<file path="config.mk">
export PLATFORM = sky130hd
export DESIGN_NAME = bus_cfg_regs
export DESIGN_NICKNAME = d
export VERILOG_FILES = /design/src/hw/cfg_pkg.sv /design/src/hw/bus_cfg_regs.sv
export SDC_FILE = /design/constraint.sdc
export NUM_CORES = 1
export LEC_CHECK = 0
export ABC_AREA = 1
export BUFFER_PORTS_ARGS = -buffer_cell sky130_fd_sc_hd__buf_4
export CORE_AREA = 2 2 39 41
export CTS_CLUSTER_DIAMETER = 80
export CTS_CLUSTER_SIZE = 20
export DETAILED_ROUTE_END_ITERATION = 8
export DIE_AREA = 0 0 41 43
export PLACE_DENSITY = 0.62
export SKIP_LAST_GASP = 1
export SLEW_MARGIN = 15
export SYNTH_ARGS = -nofsm -noshare
export SYNTH_HDL_FRONTEND = slang
export SYNTH_SLANG_ARGS = --single-unit
</file>
<file path="constraint.sdc">
create_clock -name clk -period 0.8 [get_ports clk]
set_input_delay 0.08 -clock clk [delete_from_list [all_inputs] [get_ports clk]]
set_output_delay 0.08 -clock clk [all_outputs]
set_load 0.01 [all_outputs]
</file>
<file path="src/hw/cfg_pkg.sv">
// configuration constants: register port widths, register map and config struct
package cfg_pkg;

   localparam int CFG_AW = 2;   // register address width
   localparam int CFG_DW = 8;   // register data width

   typedef enum logic [CFG_AW-1:0] {
      CFG_POLICY = 2'd0,        // bit 0 set selects round-robin
      CFG_WAIT   = 2'd1         // bits 2..0 hold address wait states
   } cfg_addr_e;

   typedef struct packed {
      logic       policy;       // arbiter policy, 0 is fixed priority
      logic [2:0] wait_cnt;     // memory wait states before aack_n
   } cfg_t;

endpackage

</file>
<file path="src/hw/bus_cfg_regs.sv">
// configuration registers for arbiter policy and memory wait states
`timescale 1ns/1ps

module bus_cfg_regs import cfg_pkg::*; (
   input  logic              clk,
   input  logic              rst,
   input  logic              cfg_wr,
   input  logic              cfg_rd,
   input  logic [CFG_AW-1:0] cfg_addr,
   input  logic [CFG_DW-1:0] cfg_wdata,
   output logic [CFG_DW-1:0] cfg_rdata,   // valid the cycle after cfg_rd
   output cfg_t              cfg
);
   always_ff @(posedge clk) begin
      if (rst) begin
         cfg.policy   <= 1'b0;              // fixed priority
         cfg.wait_cnt <= 3'd0;              // no wait states
         cfg_rdata    <= '0;
      end else begin
         if (cfg_wr) begin
            case (cfg_addr)
               CFG_POLICY: cfg.policy   <= cfg_wdata[0];
               CFG_WAIT:   cfg.wait_cnt <= cfg_wdata[2:0];
               default:    ;                // unmapped write dropped
            endcase
         end
         if (cfg_rd) begin
            case (cfg_addr)
               CFG_POLICY: cfg_rdata <= CFG_DW'(cfg.policy);
               CFG_WAIT:   cfg_rdata <= CFG_DW'(cfg.wait_cnt);
               default:    cfg_rdata <= '0;
            endcase
         end
      end
   end

endmodule

</file>
==> impl_metrics.tcl <==
set metrics [dict create \
    cp_top_family "flip-flops" \
    yosysTopAreaCellShare_pct 39.7 \
    antenna_found_initial 0 \
    ys_ff_latch 7 \
    fin_crit_ns 0.772 \
    grt_first_pass_wirelength_um 993 \
    min-delay-start "cfg_rd" \
    cp-startpoint "cfg_rdata[2]" \
    cts_made_buffers 3 \
    hold_viol_final 0 \
    dieHeight_um 43 \
    power_uw 854 \
    place.port_buffers 15 \
    netlist_area_um2 353 \
    place_hpwl_um 572 \
    cts_root_buf "clkbuf_4" \
    p_per_area_nw_per_um2 1650 \
    critPathCaptureType "output port" \
    synth.distinct_cells 13 \
    io_pins 26 \
    max_freq_ghz 1.30 \
    row_count 14 \
    cts.sinks 7 \
    skew_ns 0.00261 \
    viasPerCell 3.95 \
    cp.required_ns 0.72 \
    ff_latch_area_um2 148 \
    holdWs_ns 0.0396 \
    htreeDepth 1 \
    dr.first_iter.drc_count 2 \
    netlist_instances 51 \
    initial_core_util_pct 25.5 \
    cts_tree "yes" \
    grtUsageTotal_pct 8.57 \
    fillers 156 \
    p_leak_nw 0.271 \
    antenna_cells 0 \
    finalNetCount 85 \
    min_path_cells 2 \
    wire_per_inst_um 7.98 \
    drc 0 \
    grt_overflow 0 \
    coreArea_um2 1380 \
    ir_worst_vdd_v 0.000576 \
    rr_startpoint "cfg[2]" \
    crit_chain "buf_4" \
    critical_path_depth 1 \
    dieArea_um2 1760 \
    worstSkewPairLatency_ns 0.25 \
    dr.pass1.iters 2 \
    drv_slew 0 \
    rsz0062_at_grt "true" \
    start_kind "flip-flop" \
    finalSetupViolations 0 \
    area_growth_pct 47.2 \
    min_period_over_period_pct 96.5 \
    path_class "reg -> out" \
    max-cap-violations 0 \
    path_max_fanout 2 \
    clockBufferDepth 2 \
    post-route-util_pct 37.5 \
    synthTopCellsByArea "dfxtp_1 40%, nand2_1 12%, buf_4 11%, nor2_1 11%, inv_1 6.4%" \
    wl_um 686 \
    critical_path_buf_inv_count 1 \
    yosys_warnings 0 \
    run_status "complete, no violations" \
    min-delay-path-class "in -> reg" \
    worst_slack_ns 0.0279 \
    slowest_stage "dfxtp_2" \
    r2r_cells 5 \
    drive_above_1_share_pct 40.0 \
    dp_slack_ns 0.116 \
    grt_pass1_vias 264 \
    multi_input_area_um2 164 \
    yosys.area.top_type "dfxtp_1" \
    grt_max_degree 7 \
    antenna_left 0 \
    syn_avg_cell_area_um2 6.92 \
    ys_seq_area_share_pct 39.7 \
    die_x_um 41 \
    place_congestion 0.656 \
    critPathMaxStageDelay_ns 0.31 \
    dr_total_vias 340 \
    arrival_ns 0.69 \
    path_clk_slew_ns 0.05 \
]
## routing by layer
layer / GRT usage (%) / wire, µm / vias up
li1: - / - / 182
met1: 9.77 / 286 / 146
met2: 12.5 / 333 / 12
met3: 3.14 / 66 / 0
met4: 6.00 / 0 / 0
met5: 0 / 0 / -
## sequential cells by signal, summed over array words and instances, names as in the netlist
register,flops
cfg,4
cfg_rdata,3
## area by class of cell
cell class | count | area share, %
Timing Repair Buffer | 16 | 26.0
Tap cell | 16 | 3.86
Clock buffer | 4 | 5.06
Sequential cell | 7 | 28.4
Inverter | 7 | 5.06
Multi-Input combinational cell | 36 | 31.6
## per-stage QoR
stage | instances | TNS (ns) | instance area (µm²)
after floorplan | 55 | 0 | 368
after global placement | 81 | 0 | 463
after CTS | 85 | 0 | 494
final | 86 | 0 | 519
after global routing | 86 | -0.00404 | 519
after detailed placement | 81 | 0 | 463
## where the power goes
group | total, mW | switching, mW | internal, mW
Combinational | 0.154 | 0.0756 | 0.0781
Clock | 0.317 | 0.127 | 0.190
Sequential | 0.383 | 0.0122 | 0.371
Total | 0.854 | 0.215 | 0.639
## Yosys cell counts (all sizes together)
master / instances
nand2: 11
nor2: 11
buf: 5
inv: 7
nand3b: 1
conb: 1
nand3: 3
a21oi: 3
o21ai: 2
dfxtp: 7
## cell usage in the layout (no fill, tap or decap), types with 2 or more instances in the layout
cell	synthesis	layout
nor2_1	10	10
conb_1	1	5
buf_4	5	12
inv_1	6	6
o21ai_0	2	2
a21oi_1	3	3
nand3_1	2	2
nand2_1	11	11
clkbuf_4	0	3
dfxtp_2	0	6
buf_6	0	4
## path summary, 6_finish.rpt
check / endpoint / slack (ns)
min: cfg_rdata[2] / 0.04
max reg2reg: cfg[2] / 0.09
max: cfg_rdata[2] / 0.03
min reg2reg: cfg_rdata[1] / 0.49
## timing repair
item                                   in CTS  in global routing
hold buffers                                0                  0
setup buffers                               0                  1
gates resized for setup                     4                  6
setup endpoints to repair                   4                  6
endpoints found under the hold margin       0                  0
## cell families after synthesis
| family | after synthesis | synth area share (%) |
|---|---|---|
| other | 1 | 1.06 |
| flip-flops | 7 | 39.7 |
| buffers and inverters | 12 | 18.1 |
| AND/OR/NAND/NOR | 26 | 34.0 |
| AO/OA/AOI/OAI | 5 | 7.09 |
Note: power is estimated with default switching activity, not from simulation.
