### config.mk
export PLATFORM = sky130hd
export DESIGN_NAME = bus_arbiter_flat
export DESIGN_NICKNAME = d
export VERILOG_FILES = /design/src/hw/bus_pkg.sv /design/src/hw/bus_if.sv /design/src/hw/bus_arbiter.sv /design/src/flat_wrapper.sv
export SDC_FILE = /design/constraint.sdc
export NUM_CORES = 1
export LEC_CHECK = 0
export BUFFER_PORTS_ARGS = -buffer_cell sky130_fd_sc_hd__buf_2
export CAP_MARGIN = 20
export CORE_AREA = 2 2 39 41
export CTS_BUF_LIST = sky130_fd_sc_hd__clkbuf_4 sky130_fd_sc_hd__clkbuf_8
export CTS_CLUSTER_SIZE = 20
export DETAILED_ROUTE_END_ITERATION = 8
export DIE_AREA = 0 0 41 43
export HOLD_SLACK_MARGIN = 0.1
export MAX_ROUTING_LAYER = met4
export SLEW_MARGIN = 10
export SYNTH_ARGS = -nofsm -noshare
export SYNTH_HDL_FRONTEND = slang
export SYNTH_SLANG_ARGS = --single-unit
### constraint.sdc
create_clock -name clk -period 1.1 [get_ports clk]
set_input_delay 0.165 -clock clk [delete_from_list [all_inputs] [get_ports clk]]
set_output_delay 0.165 -clock clk [all_outputs]
set_load 0.02 [all_outputs]
### src/hw/bus_pkg.sv
// bus constants: burst beat count, beat index width and transfer type enumeration
package bus_pkg;

   localparam int BEATS  = 4;               // beats in a burst tenure
   localparam int BEAT_W = $clog2(BEATS);   // width of a beat index

   // read encodes as zero so an idle master ORs nothing onto tt
   typedef enum logic {
      TT_READ  = 1'b0,
      TT_WRITE = 1'b1
   } tt_e;

endpackage
### src/hw/bus_if.sv
// address bus and data bus interfaces with master, arbiter and slave modports
`timescale 1ns/1ps

interface addr_bus_if import bus_pkg::*; #(
   parameter int ADDR_W = 16
) ();
   logic              ts_n;     // transfer start, one cycle
   logic [ADDR_W-1:0] addr;     // word address
   tt_e               tt;       // read or write
   logic              tbst_n;   // burst of BEATS when low
   logic              abb_n;    // address bus busy
   logic              aack_n;   // address acknowledge from the slave

   modport master (
      output ts_n, addr, tt, tbst_n, abb_n,
      input  aack_n
   );
   modport arbiter (
      input ts_n, tbst_n, abb_n, aack_n
   );
   modport slave (
      input  ts_n, addr, tt, tbst_n,
      output aack_n
   );
endinterface


### src/hw/bus_arbiter.sv
// address and data bus arbiter with fixed-priority and round-robin policies
`timescale 1ns/1ps

module bus_arbiter import bus_pkg::*; (
   input  logic       clk,
   input  logic       rst,
   input  logic       m0_br_n,
   input  logic       m1_br_n,
   input  logic       policy,      // round-robin when set
   output logic       m0_bg_n,
   output logic       m1_bg_n,
   output logic       m0_dbg_n,
   output logic       m1_dbg_n,
   addr_bus_if.arbiter abus
);
   logic              a_busy;      // address grant outstanding
   logic              a_own;       // address owner, 1 is master 1
   logic              d_busy;      // data tenure open
   logic              d_own;       // data owner
   logic              last_win;    // previous address winner
   logic              burst_q;     // tbst_n taken with ts_n
   logic [BEAT_W-1:0] d_left;      // beats after the current one
   logic              pick;        // winner among the requests

   // both requesting: fixed gives master 0, round-robin gives the other one
   assign pick = (!m0_br_n && !m1_br_n) ? (policy && !last_win) : m0_br_n;

   assign m0_bg_n  = !(a_busy && !a_own);
   assign m1_bg_n  = !(a_busy && a_own);
   assign m0_dbg_n = !(d_busy && !d_own);
   assign m1_dbg_n = !(d_busy && d_own);

   always_ff @(posedge clk) begin
      if (rst) begin
         a_busy   <= 1'b0;
         a_own    <= 1'b0;
         d_busy   <= 1'b0;
         d_own    <= 1'b0;
         last_win <= 1'b1;         // master 0 wins the first round-robin tie
         burst_q  <= 1'b0;
         d_left   <= '0;
      end else begin
         if (!a_busy && !d_busy && abus.abb_n && !(m0_br_n && m1_br_n)) begin
            a_busy   <= 1'b1;      // bg_n low one cycle after br_n
            a_own    <= pick;
            last_win <= pick;
         end
         if (!abus.ts_n) begin
            burst_q <= !abus.tbst_n;
         end
         if (a_busy && !abus.aack_n) begin
            a_busy <= 1'b0;        // address bus free, data bus to the same owner
            d_busy <= 1'b1;
            d_own  <= a_own;
            d_left <= burst_q ? BEAT_W'(BEATS - 1) : '0;
         end else if (d_busy) begin
            if (d_left == '0) begin
               d_busy <= 1'b0;     // final ta_n of the tenure
            end else begin
               d_left <= d_left - 1'b1;
            end
         end
      end
   end

   // address grant only goes to a requesting master
   a_grant_req0: assert property (@(posedge clk) disable iff (rst)
      $fell(m0_bg_n) |-> $past(!m0_br_n));
   a_grant_req1: assert property (@(posedge clk) disable iff (rst)
      $fell(m1_bg_n) |-> $past(!m1_br_n));
   // data grant follows the address owner
   a_data_owner0: assert property (@(posedge clk) disable iff (rst)
      $fell(m0_dbg_n) |-> $past(!m0_bg_n));
   a_data_owner1: assert property (@(posedge clk) disable iff (rst)
      $fell(m1_dbg_n) |-> $past(!m1_bg_n));

endmodule

### src/flat_wrapper.sv
// flat-port wrapper written by rule: the top's interface ports become plain ports
module bus_arbiter_flat import bus_pkg::*;
  (clk, rst, m0_br_n, m1_br_n, policy, m0_bg_n, m1_bg_n, m0_dbg_n, m1_dbg_n, abus_ts_n, abus_tbst_n, abus_abb_n, abus_aack_n);
  addr_bus_if abus_i ();
  input  logic clk;
  input  logic rst;
  input  logic m0_br_n;
  input  logic m1_br_n;
  input  logic policy;
  output logic m0_bg_n;
  output logic m1_bg_n;
  output logic m0_dbg_n;
  output logic m1_dbg_n;
  input wire logic [$bits(abus_i.ts_n)-1:0] abus_ts_n;
  input wire logic [$bits(abus_i.tbst_n)-1:0] abus_tbst_n;
  input wire logic [$bits(abus_i.abb_n)-1:0] abus_abb_n;
  input wire logic [$bits(abus_i.aack_n)-1:0] abus_aack_n;
  assign abus_i.ts_n = abus_ts_n;
  assign abus_i.tbst_n = abus_tbst_n;
  assign abus_i.abb_n = abus_abb_n;
  assign abus_i.aack_n = abus_aack_n;
  bus_arbiter u_core (.clk(clk), .rst(rst), .m0_br_n(m0_br_n), .m1_br_n(m1_br_n), .policy(policy), .m0_bg_n(m0_bg_n), .m1_bg_n(m1_bg_n), .m0_dbg_n(m0_dbg_n), .m1_dbg_n(m1_dbg_n), .abus(abus_i));
endmodule
==> results.txt <==
status: finished with violations
failing checks: setup timing
critical path endpoint category: primary output
largest net degree at the start of global routing: 11
antenna fix cells: 0
CTS root buf: clkbuf_4
signal arrival time at the worst endpoint: 0.97 ns
register area share after synthesis: 40.25%
Syn Nets: 55
reg-to-reg slack, setup: -0.03 ns
Global Route Usage Sum: 12.71%
Hold Fails Final Rpt: 0
via count: 379
Slew Viols, Final: 0
Tcrit/Tclk final: 103.0%
Max Clk Rate: 882.7 MHz
synth warn: 0
Area Growth Syn to Fin: 43.08%
first-pass GRT wire length: 1.442 mm
initial antenna violation count: 0
fin area: 569.3 um2
Hold EP: u_core.burst_q
number of distinct library cells after synthesis: 21
worst hold path class: input pin to flop
drt wl/cell: 10.28 um
Post-synth EDFFs: 0
final wirelength: 812 um
Final Skew: 0.0006402 ns
drt pass-1 iters: 4
setup slack after layout: -0.03286 ns
FF-to-FF path depth: 5
fin nets: 75
# hold bufs at CTS: 0
Tmin final: 1.133 ns
Die W: 41 um
VDD IR max: 0.0004590 V
cell with the most instances after synthesis: dfxtp_1
# port buffers: 12
TritonCTS Sinks: 8
max-cap violations: 0
Leak: 0.0002339 uW
CTS tree: built
grt ovf: 0
Routability Congestion: 0.6345
Die Footprint: 1763 um2
Worst setup SP type: flop
Die Y: 43 um
largest cells by area after synthesis: dfxtp_1 (40%), nand3b_1 (5.7%), a21oi_1 (5.0%)
Worst-Skew Late Latency: 0.24 ns
hpwl dp: 627.1 um
top-area cell type share of the netlist area: 40.25%
commonest cells in the netlist: dfxtp_1 (8), nor2_1 (5), a21oi_1 (4), inv_1 (4)
Crit Reg-Reg Endpoint: u_core.d_left[0]
IO Pins: 13
total power: 651.2 uW
Final Setup Violations: 3
clk slew on worst S/H paths: 0.05 ns
Critical Path Fanout Max: 3
Cell Pwr Density: 1144 nW/um2
fraction of registers with async set/reset: 0%
vias in the first global route: 350
setup TNS: -0.07552 ns
syn avg cell area: 8.842 um2
hold_sp: abus_ts_n
DP Area: 491.7 um2
CP required: 0.94 ns
post-synthesis instance total: 45
H-tree depth: 1
Vias/cell: 4.797
Post-DRT Antenna Nets: 0
row count: 14
Fillers: 152
CP Class: flop to primary output
core area: 1384 um2
area leader, netlist: dfxtp_1
RSZ-0062 raised after global routing: yes
CTS buffer count: 3
worst hold slack: 0.1808 ns
DRC Markers: 0
Worst-Margin Slew: 0.2438 ns
worst r2r src: u_core.d_left[1]
Iteration-0 DRC Markers: 4
hold-critical path depth: 3
main flop type after synthesis: dfxtp_1
Initial Utilization: 28.75%
synthesized cell area: 397.9 um2
layout cell share with drive strength beyond 1: 49.21%
worst rel slew slack: 83.75%
post-synthesis register bit count: 8
clock buffer depth: 2
[registers in the layout, indices dropped and copies added, names as in the netlist]
register and flops:
u_core.d_own 1, u_core.a_own 1, u_core.last_win 1, u_core.a_busy 1, u_core.d_left 2, u_core.burst_q 1, u_core.d_busy 1
[cell type report]
| type | instances | area, um2 | share of cell area, % |
|---|---|---|---|
| Tap cell | 16 | 20.02 | 3.516 |
| Inverter | 4 | 15.01 | 2.637 |
| Clock buffer | 3 | 22.52 | 3.956 |
| Sequential cell | 8 | 168.9 | 29.67 |
| Timing Repair Buffer | 16 | 98.84 | 17.36 |
| Multi-Input combinational cell | 32 | 244.0 | 42.86 |
[layer usage]
layer / GRT usage (%) / wire length (um) / part of all wire [%]
met3: 4.712 / 38 / 4.7
met4: 8.000 / 11 / 1.4
met1: 15.31 / 349 / 43
met5: - / 0 / 0
met2: 17.19 / 413 / 51
[how the worst max path moves through the flow]
stage	slack, ns	endpoint	startpoint
finish	-0.03	m0_dbg_n	u_core.d_busy
global route	-0.08	u_core.d_left[0]	u_core.d_left[1]
detailed placement	-0.08	u_core.d_left[0]	u_core.d_left[0]
CTS	-0.09	u_core.d_left[0]	u_core.d_left[1]
global placement	-0.008	u_core.d_left[0]	u_core.d_left[0]
floorplan	0.009	u_core.d_left[0]	u_core.d_left[0]
[report_power, final]
| part | switching [uW] | leakage (uW) | internal (uW) | total (uW) |
|---|---|---|---|---|
| clock network | 90.0 | 0.0000138 | 124 | 214 |
| logic | 50.3 | 0.000152 | 61.7 | 112 |
| registers | 17.2 | 0.0000679 | 308 | 325 |
[cell families after synthesis]
kind of cell             count (synthesis)  synth area share [%]
XOR/XNOR                                 1                 2.202
flip-flops                               8                 40.25
multiplexers                             1                 2.516
buffers and inverters                    5                 4.715
AND/OR/NAND/NOR                         20                 32.39
adder cells (fa/ha/maj)                  1                 3.144
AO/OA/AOI/OAI                            9                 14.78
[stage by stage]
step           worst slack (ns)  instances  util (%)
2_1_floorplan          0.008769         45         -
3_3_place_gp          -0.007748         74     35.53
3_5_place_dp           -0.07710         74     35.53
4_1_cts                -0.08946         78     39.51
5_1_grt                -0.07724         79     41.14
6_report               -0.03286         79     41.14
[worst max-delay path, cell delays in order, from the launching register on]
cell	delay (ns)
dfxtp_4	0.36
or2b_1	0.23
buf_6	0.13
[repair_timing]
action / in CTS / in global routing
resized for setup: 9 / 5
setup endpoints to repair: 6 / 6
setup buffers: 1 / 1
pin swaps: 2 / 4
[cells in the final DEF, fill, tap and decap left out, types with 2 or more instances in the layout]
master / synthesis / final
clkbuf_4: 0 / 3
buf_2: 0 / 10
inv_1: 4 / 2
nand2_1: 3 / 3
dfxtp_2: 0 / 4
a21oi_1: 4 / 4
nor2_1: 5 / 5
dfxtp_1: 8 / 3
inv_2: 0 / 2
nand3b_1: 3 / 3
or2b_1: 2 / 2
buf_4: 0 / 5
nand2b_1: 2 / 2
Note: power is estimated with default switching activity, not from simulation.
